<file path="src/agc_config.svh">
`ifndef AGC_CONFIG_SVH
`define AGC_CONFIG_SVH

// Step attenuator code width
// Each LSB is 0.25 dB of attenuation
`define DSA_WIDTH 7

// Full attenuation of 31.75 dB
// Also the power-up default of the attenuator
`define DSA_ATTN_MAX 127

// Over-range step of 6 dB
`define DSA_ATTN_INC 24

// Depth of the ADC alarm synchronizers
`define ALARM_SYNC_STAGES 2

// Length of the stretched over-range pulse
// Counted in enabled cycles
`define OVR_PULSE_WIDTH 4

`endif

</file>
<file path="src/alarm_pkg.sv">
package alarm_pkg;

    // ADC alarm state after synchronization
    typedef struct packed {
        // Over-voltage level, synchronized and retimed
        logic over_voltage_level;
        // Over-range level, synchronized and retimed
        logic over_range_level;
        // Stretched pulse on an over-range rising edge
        logic over_range_pulse;
    } alarm_status_t;

    // Service request pair toward software
    typedef struct packed {
        // Held high until software acknowledges
        logic request;
        // Another event arrived before the acknowledge
        logic pending;
    } service_t;

endpackage

</file>
<file path="src/dsa_pkg.sv">
`include "agc_config.svh"

package dsa_pkg;

    // Attenuation code toward the step attenuator
    // Bit 6 is 16 dB, bit 5 is 8 dB, bit 4 is 4 dB, bit 3 is 2 dB
    // Bit 2 is 1 dB, bit 1 is 0.5 dB, bit 0 is 0.25 dB
    // All ones is the maximum of 31.75 dB
    typedef logic [`DSA_WIDTH-1:0] dsa_code_t;

    // Outputs toward the RF front end
    // MSB first in the packed layout
    typedef struct packed {
        // Attenuation code as applied
        dsa_code_t code;
        // Latch enable strobe, one cycle per processor update
        logic      le;
        // LNA bypass request from software
        logic      lna_bypass;
    } dsa_drive_t;

endpackage

</file>
<file path="src/agc_adcp_top.sv">
module agc_adcp_top
    import dsa_pkg::*;
    import alarm_pkg::*;
(
    input  logic       axi_clk,
    input  logic       reset,
    input  logic       clk_en,
    input  logic       adc_over_range,
    input  logic       adc_over_voltage,
    input  logic       adcp_disable,
    input  dsa_code_t  ps_rxdsa,
    input  logic       ps_bypass_lna,
    input  logic       service_done,
    output dsa_drive_t dsa_drive,
    output dsa_code_t  pl_rxdsa,
    output logic       service
);

    // Synchronized alarm state
    alarm_status_t alarms;

    // Processor request after retiming
    dsa_code_t ps_code;
    logic      ps_change;

    // Full service pair from the arbiter
    service_t  service_state;

    // ADC alarm synchronizers and over-range pulse
    alarm_sync alarm_sync_i (
        .axi_clk          (axi_clk),
        .reset            (reset),
        .clk_en           (clk_en),
        .adc_over_range   (adc_over_range),
        .adc_over_voltage (adc_over_voltage),
        .alarms           (alarms)
    );

    // Processor code retiming and change detect
    ps_dsa_request ps_dsa_request_i (
        .axi_clk   (axi_clk),
        .reset     (reset),
        .clk_en    (clk_en),
        .ps_rxdsa  (ps_rxdsa),
        .ps_code   (ps_code),
        .ps_change (ps_change)
    );

    // Code selection and service tracking
    dsa_arbiter dsa_arbiter_i (
        .axi_clk       (axi_clk),
        .reset         (reset),
        .clk_en        (clk_en),
        .alarms        (alarms),
        .adcp_disable  (adcp_disable),
        .ps_code       (ps_code),
        .ps_change     (ps_change),
        .ps_bypass_lna (ps_bypass_lna),
        .service_done  (service_done),
        .dsa_drive     (dsa_drive),
        .pl_rxdsa      (pl_rxdsa),
        .service       (service_state)
    );

    // Only the request leaves the block
    assign service = service_state.request;

endmodule

</file>
<file path="src/alarm_sync.sv">
`include "agc_config.svh"

module alarm_sync
    import alarm_pkg::*;
(
    input  logic          axi_clk,
    input  logic          reset,
    input  logic          clk_en,
    input  logic          adc_over_range,
    input  logic          adc_over_voltage,
    output alarm_status_t alarms
);

    // Pulse counter wide enough for the full stretch length
    localparam int cnt_w = $clog2(`OVR_PULSE_WIDTH + 1);

    // Both alarms share one shift register
    // Bit 1 is over-voltage, bit 0 is over-range
    logic [`ALARM_SYNC_STAGES-1:0][1:0] sync_q;
    logic [1:0]                         sync_out;

    // Previous synchronized over-range for edge detection
    logic             over_range_prev_q;
    logic             over_range_edge;
    logic [cnt_w-1:0] pulse_cnt_q;

    // Last synchronizer stage
    assign sync_out = sync_q[`ALARM_SYNC_STAGES-1];

    // Rising edge of the synchronized over-range level
    assign over_range_edge = sync_out[0] & ~over_range_prev_q;

    // Synchronizer chain
    // Glitches shorter than a clock period can be missed
    always_ff @(posedge axi_clk) begin
        if (reset) begin
            sync_q <= '0;
        end else if (clk_en) begin
            sync_q[0] <= {adc_over_voltage, adc_over_range};
            for (int i = 1; i < `ALARM_SYNC_STAGES; i++) begin
                sync_q[i] <= sync_q[i-1];
            end
        end
    end

    // Edge history and pulse stretch counter
    always_ff @(posedge axi_clk) begin
        if (reset) begin
            over_range_prev_q <= 1'b0;
            pulse_cnt_q       <= '0;
        end else if (clk_en) begin
            over_range_prev_q <= sync_out[0];
            // A new edge restarts the stretch
            if (over_range_edge) begin
                pulse_cnt_q <= cnt_w'(`OVR_PULSE_WIDTH - 1);
            end else if (pulse_cnt_q != '0) begin
                pulse_cnt_q <= pulse_cnt_q - 1'b1;
            end
        end
    end

    // Registered alarm outputs
    always_ff @(posedge axi_clk) begin
        if (reset) begin
            alarms <= '0;
        end else if (clk_en) begin
            alarms.over_voltage_level <= sync_out[1];
            alarms.over_range_level   <= sync_out[0];
            // High on the edge cycle plus the remaining count
            alarms.over_range_pulse   <= over_range_edge | (pulse_cnt_q != '0);
        end
    end

endmodule

</file>
<file path="src/dsa_arbiter.sv">
`include "agc_config.svh"

module dsa_arbiter
    import dsa_pkg::*;
    import alarm_pkg::*;
(
    input  logic          axi_clk,
    input  logic          reset,
    input  logic          clk_en,
    input  alarm_status_t alarms,
    input  logic          adcp_disable,
    input  dsa_code_t     ps_code,
    input  logic          ps_change,
    input  logic          ps_bypass_lna,
    input  logic          service_done,
    output dsa_drive_t    dsa_drive,
    output dsa_code_t     pl_rxdsa,
    output service_t      service
);

    localparam dsa_code_t attn_max = dsa_code_t'(`DSA_ATTN_MAX);
    localparam dsa_code_t attn_inc = dsa_code_t'(`DSA_ATTN_INC);
    // Highest code that still takes a full step
    localparam dsa_code_t attn_inc_limit = dsa_code_t'(`DSA_ATTN_MAX - `DSA_ATTN_INC);

    // Duplicated code registers, one per destination
    dsa_code_t code_q;
    dsa_code_t code_copy_q;
    dsa_code_t code_next;
    dsa_code_t code_inc;
    logic      le_q;

    logic      over_range_pulse_d_q;
    logic      alarm_present;
    logic      over_voltage_valid;
    logic      over_range_valid;
    logic      ps_valid;
    logic      ps_selected;

    logic      event_valid;
    logic      event_valid_d_q;
    logic      new_event;

    // Real-time alarm levels block processor requests
    // unless adaptive protection is disabled
    assign alarm_present = ~adcp_disable &
                           (alarms.over_voltage_level | alarms.over_range_level);

    // Over-voltage acts on the level, so the code is held while it lasts
    assign over_voltage_valid = ~adcp_disable & alarms.over_voltage_level;

    // One increment per over-range edge, taken on the stretched pulse start
    assign over_range_valid = ~adcp_disable &
                              alarms.over_range_pulse & ~over_range_pulse_d_q;

    assign ps_valid = ps_change & ~alarm_present;

    // Processor code only lands when no alarm wins the same cycle
    assign ps_selected = ps_valid & ~over_voltage_valid & ~over_range_valid;

    // 6 dB step clipped at full attenuation
    always_comb begin
        if (code_q > attn_inc_limit) begin
            code_inc = attn_max;
        end else begin
            code_inc = code_q + attn_inc;
        end
    end

    // Priority is over-voltage, then over-range, then processor
    always_comb begin
        if (over_voltage_valid) begin
            code_next = attn_max;
        end else if (over_range_valid) begin
            code_next = code_inc;
        end else if (ps_selected) begin
            code_next = ps_code;
        end else begin
            code_next = code_q;
        end
    end

    // Code registers and latch enable
    // le comes out in the same cycle as the new code
    always_ff @(posedge axi_clk) begin
        if (reset) begin
            code_q               <= attn_max;
            code_copy_q          <= attn_max;
            le_q                 <= 1'b0;
            over_range_pulse_d_q <= 1'b0;
        end else if (clk_en) begin
            code_q               <= code_next;
            code_copy_q          <= code_next;
            le_q                 <= ps_selected;
            over_range_pulse_d_q <= alarms.over_range_pulse;
        end
    end

    // Front-end outputs
    assign dsa_drive.code       = code_q;
    assign dsa_drive.le         = le_q;
    // Bypass goes straight through from software
    assign dsa_drive.lna_bypass = ps_bypass_lna;

    // Read-back copy of the applied code
    assign pl_rxdsa = code_copy_q;

    // Any accepted event, edge detected for the service request
    assign event_valid = ps_valid | over_voltage_valid | over_range_valid;
    assign new_event   = event_valid & ~event_valid_d_q;

    // Service request and pending flag
    always_ff @(posedge axi_clk) begin
        if (reset) begin
            event_valid_d_q <= 1'b0;
            service         <= '0;
        end else if (clk_en) begin
            event_valid_d_q <= event_valid;

            // Request rises on a new event or on a waiting one
            if (new_event) begin
                service.request <= 1'b1;
            end else if (service.pending && !service.request) begin
                service.request <= 1'b1;
            end else if (service_done) begin
                service.request <= 1'b0;
            end

            // Event during an open request is held as pending
            if (new_event && service.request) begin
                service.pending <= 1'b1;
            end else if (service.pending && service.request && service_done) begin
                // Kept so the request comes back next cycle
                service.pending <= 1'b1;
            end else if (service.pending && !service.request) begin
                service.pending <= 1'b0;
            end else if (service_done) begin
                service.pending <= 1'b0;
            end
        end
    end

endmodule

</file>
<file path="src/ps_dsa_request.sv">
module ps_dsa_request
    import dsa_pkg::*;
(
    input  logic      axi_clk,
    input  logic      reset,
    input  logic      clk_en,
    input  dsa_code_t ps_rxdsa,
    output dsa_code_t ps_code,
    output logic      ps_change
);

    // Two stages bring the register value into the clock domain
    dsa_code_t ps_d1_q;
    dsa_code_t ps_d2_q;

    // First stage is the requested code
    assign ps_code = ps_d1_q;

    // Both stages start at full attenuation
    // so no change is seen out of reset
    always_ff @(posedge axi_clk) begin
        if (reset) begin
            ps_d1_q <= '1;
            ps_d2_q <= '1;
        end else if (clk_en) begin
            ps_d1_q <= ps_rxdsa;
            ps_d2_q <= ps_d1_q;
        end
    end

    // Change flag, one enabled cycle per new value
    // Writing the same code again leaves both stages equal
    always_ff @(posedge axi_clk) begin
        if (reset) begin
            ps_change <= 1'b0;
        end else if (clk_en) begin
            ps_change <= (ps_d1_q != ps_d2_q);
        end
    end

endmodule
</file>
<file path="config.mk">
export PLATFORM = sky130hd
export DESIGN_NAME = agc_adcp_top
export DESIGN_NICKNAME = d
export VERILOG_FILES = /design/src/alarm_pkg.sv /design/src/dsa_pkg.sv /design/src/agc_adcp_top.sv /design/src/alarm_sync.sv /design/src/dsa_arbiter.sv /design/src/ps_dsa_request.sv
export VERILOG_INCLUDE_DIRS = /design/src
export SDC_FILE = /design/constraint.sdc
export NUM_CORES = 1
export LEC_CHECK = 0
export BUFFER_PORTS_ARGS = -buffer_cell sky130_fd_sc_hd__buf_2
export CORE_MARGIN = 5
export CORE_UTILIZATION = 55
export DETAILED_ROUTE_END_ITERATION = 12
export PLACE_DENSITY = 0.83
export SYNTH_ARGS = -nofsm -noshare
export SYNTH_HDL_FRONTEND = slang
export SYNTH_SLANG_ARGS = --single-unit
</file>
<file path="constraint.sdc">
create_clock -name axi_clk -period 3.13 [get_ports axi_clk]
set_input_delay 0.626 -clock axi_clk [delete_from_list [all_inputs] [get_ports axi_clk]]
set_output_delay 0.626 -clock axi_clk [all_outputs]
set_load 0.02 [all_outputs]
</file>
# Word-level counts from Yosys, hierarchy flattened
# Cells that the tools add are included.
# W data, S select, Z words.
[totals]
output_inout_bits = 17
reg_bits = 37
in_bits = 15
[op_classes]
n_mux = 12
n_reduce_logical = 14
bitwise = 20
n_addsub = 2
n_eq_ne = 1
magnitude_cmp = 1
[ops]
columns = ["operator", "n"]
rows = [
  ["$mux W7", 4],
  ["$and A1 B1 Y1", 9],
  ["$reduce_bool A3 Y1", 3],
  ["$reduce_and A2 Y1", 4],
  ["$add A7 B5 Y7 const B", 1],
  ["$gt A7 B7 Y1 const B", 1],
  ["$ne A7 B7 Y1", 1],
  ["$not A1 Y1", 7],
  ["$mux W1", 6],
  ["$mux W3", 2],
  ["$logic_and A1 B1 Y1", 4],
  ["$or A1 B1 Y1", 4],
  ["$reduce_bool A4 Y1", 1],
  ["$sub A3 B1 Y3 const B", 1],
  ["$reduce_bool A2 Y1", 1],
  ["$logic_not A1 Y1", 1],
]

# Depth between registers and ports, before layout
# Gate-level depths: netlist of run 1.
[depth]
ltp_word = 10
mapped_depth = 7
ltp_nobuf = 7

# Hierarchy
# Synthesis of run 1 repeated with hierarchy kept, for this count alone.
[unflattened]
hier_cells = 192
hier_area_um2 = 1858.0
[modules_own_cells]
columns = ["mod", "seq_area_each_um2", "instances", "cells_per_inst", "area_per_inst_um2"]
rows = [
  ["dsa_arbiter", 240.2, 1, 90, 787.0],
  ["ps_dsa_request", 300.3, 1, 58, 638.1],
  ["alarm_sync", 200.2, 1, 44, 432.9],
]

# Worst setup path after synthesis of run 1
# Ideal clock, no wire load.
[synth_path]
path_kind = "register to register"
startpoint = "register, netlist name dsa_arbiter_i.pl_rxdsa[3]"
endpoint = "register dsa_arbiter_i.code_copy_q[5], in the netlist dsa_arbiter_i.pl_rxdsa[5]"
path_slack_ns = 1.384
required_time_ns = 3.005
stages_incl_launch_ff = 8
period_less_slack_ns = 1.746
t_arrival_ns = 1.621
path_buffers = 0
path_cell_list = "dfxtp_1 > inv_1 > ha_1 > nand4_1 > nand2_1 > a31o_2 > a2111oi_2 > o21bai_1"
[synth_rtl]
columns = ["item", "line", "text"]
rows = [
  ["end signal: assignment", "dsa_arbiter.sv:88", "code_copy_q <= attn_max;"],
  ["end signal: assignment", "dsa_arbiter.sv:93", "code_copy_q <= code_next;"],
  ["end: declaration", "dsa_arbiter.sv:28", "dsa_code_t code_copy_q;"],
]

==> metrics.yaml, run 1 <==
critical_path:
  slowest_delay_ns: 0.47
  worstPathArrival_ns: 1.96
  crit_buf_inv: 1
  cp_top_family: "compound AO/OA/AOI/OAI gates"
  cp.required_ns: 3.35
  r2r_end: "dsa_arbiter_i.pl_rxdsa[5]"
  reg2reg_slack_ns: 1.39
  crit_fanout: 8
  r2r_start: "dsa_arbiter_i.pl_rxdsa[3]"
  crit_type: "reg2reg"
  crit_path_cell_trace: "inv_1 -> ha_1 -> nand4_1 -> nand2_1 -> a31o_2 -> a2111oi_2 -> o21bai_1"
  cp_slowest_cell: "dfxtp_1"
  cp-end-kind: "flip-flop"
  worst_r2r_path_depth: 7
  cp-start-kind: "flip-flop"
placed_design:
  portBuffers: 29
  placedCellCount: 251
  dpl.hpwl_um: 2243
  place_congestion: 0.8089
  dpl-instance-area_um2: 1886
min_path:
  min_path_cells: 2
  hp-start: "alarm_sync_i.pulse_cnt_q[2]"
  hold_class: "reg2reg"
  holdPathEnd: "alarm_sync_i.pulse_cnt_q[2]"
logic_synthesis:
  ys_seq_elements: 37
  async_flop_share_pct: 0
  ys_warn_count: 0
  synthesis.area_um2: 1802
  synth_nets: 217
  synth_area_leaders: "dfxtp_1 (41%), a211o_1 (7.3%), nor2b_1 (6.6%), mux2i_1 (4.4%), nor2_1 (4.2%)"
  synth_top_area_share_pct: 41.11
  postSynthAreaPerCell_um2: 9.100
  synth_ff_type: "dfxtp_1"
  ys_types: 39
  syn_inst: 198
  synth_edf_count: 0
  synth-seq-area-share_pct: 41.11
  yosysTopAreaCell: "dfxtp_1"
power:
  total_power_mw: 0.9795
  power.density_nw_per_um2: 504.8
  peakVddDrop_mv: 0.3261
  power_leakage_nw: 0.8128
drt:
  routed_wl_um: 3244
  via_per_inst: 5.314
  avgRoutedWirePerCell_um: 12.57
  postRouteAntennaNets: 0
  drc: 0
  vias: 1371
  firstDrtPassIters: 4
  drtIter0Drc: 81
sta:
  fin_skew_ns: 0.006070
  rsz0062_at_grt: "no"
  tightest_slew_ns: 0.7460
  setup_viol: 0
  final.setup.tns_ns: 0
  fmax_ghz: 0.5752
  slew_headroom_pct: 50.27
  post-route-period-util_pct: 55.54
  whs_ns: 0.4884
  slew_violations: 0
  fin_crit_ns: 1.739
  finalHoldViolCount: 0
clock_tree:
  clk_path_buf_depth: 2
  post_cts_buffers: 0
  cts_resized: 0
  cts_sinks: 37
  path_clk_slew_ns: 0.10
  cts_tree: "yes"
  clk_latency_ns: 0.32
  cts_made_buffers: 5
  holdBufCountCts: 0
  h-tree-depth: 2
  cts-root-buf: "clkbuf_4"
global_route:
  grt.busiest_layer: "met2"
  grt_max_degree: 44
  antenna_found_initial: 0
  grt_pass1_wl_um: 5444
  use_met3_pct: 3.661
  overflow: 0
  first_global_vias: 1221
  use_met2_pct: 25.40
  grt.met1_usage_pct: 19.71
  grt_use_total_pct: 15.64
floorplan:
  die-area_um2: 4521
  initial_core_util_pct: 58.06
  die_w_um: 67.24
  rows: 20
  die_h_um: 67.24
  core_area_um2: 3103
  top_level_ports: 32
status:
  outcome: "complete, no violations"
layout:
  final_common_cell: "dfxtp_1"
  final_area_um2: 1941
  final-instance-count-excl-fill: 258
  drive_gt1_share_pct: 20.09
  antennaDiodeCount: 0
  final_cell_mix: "dfxtp_1 (37), buf_2 (29), nor2_1 (20), nor2b_1 (19), a211o_1 (15)"
  final_nets: 233
  area_growth_pct: 7.708
run:
  drv_cap: 0
==> stage by stage <==
step                setup slack (ns)  utilization [%]
floorplan                      1.384                -
global placement               1.277            60.77
detailed placement             1.225            60.77
CTS                            1.380            62.54
global route                   1.253            62.54
finish                         1.391            62.54
==> power by group <==
group | internal, mW | total (mW) | switching, mW
combinational | 0.0886 | 0.195 | 0.107
clock | 0.106 | 0.247 | 0.141
sequential | 0.507 | 0.537 | 0.0299
==> worst min-delay path, delay by kind of cell, from the launching register on <==
family	cells	cell delay, ns
AND/OR/NAND/NOR	1	0.05
AO/OA/AOI/OAI	1	0.06
flip-flops	1	0.33
==> synth_stat cells, drive strengths merged, types with 5 or more instances <==
cell    count
nor2b      19
clkbuf      7
inv         6
nor2       20
nor3        6
xnor2       7
a21oi       8
a211o      15
dfxtp      37
nand2       8
o21ai       5
buf        14
mux2i       8
==> final cells by class <==
cell class / count / area, um^2
timing repair buffer: 30 / 152.6
fill: 287 / 1162
tap: 44 / 55.05
multi-input combinational: 134 / 914.6
inverter: 6 / 22.52
sequential: 37 / 740.7
clock buffer: 7 / 55.05
==> worst max path at each step <==
stage	from	end	cells after the start
2_1_floorplan	dsa_arbiter_i.pl_rxdsa[3]	dsa_arbiter_i.pl_rxdsa[5]	7
3_3_place_gp	adcp_disable	dsa_arbiter_i.pl_rxdsa[3]	6
3_5_place_dp	adcp_disable	dsa_arbiter_i.pl_rxdsa[3]	6
4_1_cts	dsa_arbiter_i.pl_rxdsa[3]	dsa_arbiter_i.pl_rxdsa[5]	7
5_1_grt	dsa_arbiter_i.pl_rxdsa[3]	dsa_arbiter_i.pl_rxdsa[5]	7
6_report	dsa_arbiter_i.pl_rxdsa[3]	dsa_arbiter_i.pl_rxdsa[5]	7
==> registers in the layout, indices dropped and copies added, names as in the netlist, 2 cells and up <==
signal / flops
dsa_arbiter_i.service: 2
dsa_arbiter_i.pl_rxdsa: 7
ps_dsa_request_i.ps_code: 7
alarm_sync_i.sync_out: 2
alarm_sync_i.alarms: 2
alarm_sync_i.pulse_cnt_q: 3
alarm_sync_i.sync_q: 2
ps_dsa_request_i.ps_d2_q: 7
==> metal layers <==
layer | share of wire (%) | up-vias
met1 | 49 | 618
met2 | 44 | 33
met3 | 5.6 | 4
li1 | - | 716
met5 | 0 | -
met4 | 1.2 | 0
==> kinds of logic after synthesis <==
logic type	after synthesis	synth area share [%]
simple gates	65	18.75
compound gates	48	20.42
flops	37	41.11
buf+inv	27	8.124
xor+xnor	9	4.375
mux	8	4.445
fa+ha+maj	4	2.778
(Power assumes the default switching activity.)
==> run 2, diff against run 1 <==
==> constraint.sdc (replaced) <==
create_clock -name axi_clk -period 1.8 [get_ports axi_clk]
set_input_delay 0.36 -clock axi_clk [delete_from_list [all_inputs] [get_ports axi_clk]]
set_output_delay 0.36 -clock axi_clk [all_outputs]
set_load 0.02 [all_outputs]
==> metrics.yaml, run 2 (synthesis results as in run 1) <==
status:
  outcome: "complete, no violations"
clock_tree:
  post_cts_buffers: 0
  cts_tree: "yes"
  clk_path_buf_depth: 2
  cts_sinks: 37
  path_clk_slew_ns: 0.10
  cts-root-buf: "clkbuf_4"
  h-tree-depth: 2
  clk_latency_ns: 0.33
  cts_made_buffers: 5
  holdBufCountCts: 0
  cts_resized: 0
sta:
  fin_skew_ns: 0.01005
  finalHoldViolCount: 0
  fin_crit_ns: 1.670
  slew_headroom_pct: 67.21
  fmax_ghz: 0.5987
  rsz0062_at_grt: "no"
  final.setup.tns_ns: 0
  post-route-period-util_pct: 92.80
  slew_violations: 0
  tightest_slew_ns: 0.4919
  setup_viol: 0
drt:
  vias: 1396
  drc: 0
  avgRoutedWirePerCell_um: 12.20
  drtIter0Drc: 76
  postRouteAntennaNets: 0
  firstDrtPassIters: 4
  routed_wl_um: 3197
  via_per_inst: 5.328
run:
  drv_cap: 0
floorplan:
  top_level_ports: 32
  die_h_um: 67.24
  die-area_um2: 4521
  die_w_um: 67.24
  initial_core_util_pct: 58.06
  rows: 20
  core_area_um2: 3103
min_path:
  hold_class: "in2reg"
critical_path:
  cp.required_ns: 2.02
  cp-start-kind: "flip-flop"
  cp-end-kind: "flip-flop"
  reg2reg_slack_ns: 0.13
  worstPathArrival_ns: 1.89
  crit_fanout: 6
  crit_type: "reg2reg"
layout:
  final.fill_count: 284
  final_nets: 236
  postLayoutCoreUtil_pct: 64.64
  area_growth_pct: 11.32
  antennaDiodeCount: 0
  final_area_um2: 2006
  drive_gt1_share_pct: 21.56
  final_cell_mix: "dfxtp_1 (37), buf_2 (29), nor2_1 (20), nor2b_1 (19), a211o_1 (15)"
  final_common_cell: "dfxtp_1"
global_route:
  grt_pass1_wl_um: 5168
  grt_use_total_pct: 15.01
  overflow: 0
  grt_max_degree: 44
  antenna_found_initial: 0
  first_global_vias: 1144
placed_design:
  dpl.hpwl_um: 2225
  dpl-instance-area_um2: 1921
  portBuffers: 29
  place_congestion: 0.8646
power:
  power_leakage_nw: 0.8449
  power.density_nw_per_um2: 928.4
  peakVddDrop_mv: 0.5586
[run 2: changes by cell type in the layout (fill, tap and decap cells not counted)]
| cell | delta |
|---|---|
| buf_12 | +1 |
| bufinv_16 | +1 |
| buf_4 | +2 |
[run 2: worst paths after layout]
path / startpoint / end / cells after the start
worst max-delay path: dsa_arbiter_i.pl_rxdsa[4] / dsa_arbiter_i.pl_rxdsa[5] / 7
worst min register to register: alarm_sync_i.pulse_cnt_q[2] / alarm_sync_i.pulse_cnt_q[2] / 2
worst max register to register: dsa_arbiter_i.pl_rxdsa[4] / dsa_arbiter_i.pl_rxdsa[5] / 7
worst min-delay path: ps_rxdsa[3] / ps_dsa_request_i.ps_code[3] / 2
[run 2: area by class of cell]
class                      instances  area [um^2]  area share, %
multi-input combinational        134        914.6          45.60
clock buffer                       7        55.05          2.745
clock inverter                     1        30.03          1.497
tap                               44        55.05          2.745
sequential                        37        740.7          36.93
inverter                           6        22.52          1.123
timing repair buffer              33        187.7          9.357
[run 2: layer usage]
| metal | global-route usage [%] | share of wire (%) |
|---|---|---|
| met1 | 20.51 | 50 |
| met2 | 22.21 | 43 |
| met3 | 3.661 | 5.5 |
| met4 | 6.835 | 1.5 |
| met5 | 0 | 0 |
[run 2: critical path, cell delays in order (launching register included)]
cell,delay (ns)
dfxtp_1,0.42
inv_1,0.09
ha_1,0.18
nand4_1,0.08
nand2_1,0.08
a31o_2,0.28
a2111oi_2,0.33
o21bai_1,0.11
[run 2: report_power, final]
part / switching (mW) / internal [mW]
clock network: 0.250 / 0.332
registers: 0.0503 / 0.882
logic: 0.187 / 0.161
total: 0.488 / 1.37
[run 2: through the flow]
stage / hold slack [ns] / std cells / worst slack, ns / power [mW]
2_1_floorplan: 0.4367 / 198 / 0.05377 / 1.229
3_3_place_gp: 0.4521 / 254 / 0.2060 / 1.290
3_5_place_dp: 0.4490 / 254 / 0.1464 / 1.298
4_1_cts: 0.2174 / 262 / 0.1269 / 1.882
5_1_grt: 0.2105 / 262 / 0.03456 / 1.963
6_report: 0.2276 / 262 / 0.1296 / 1.862
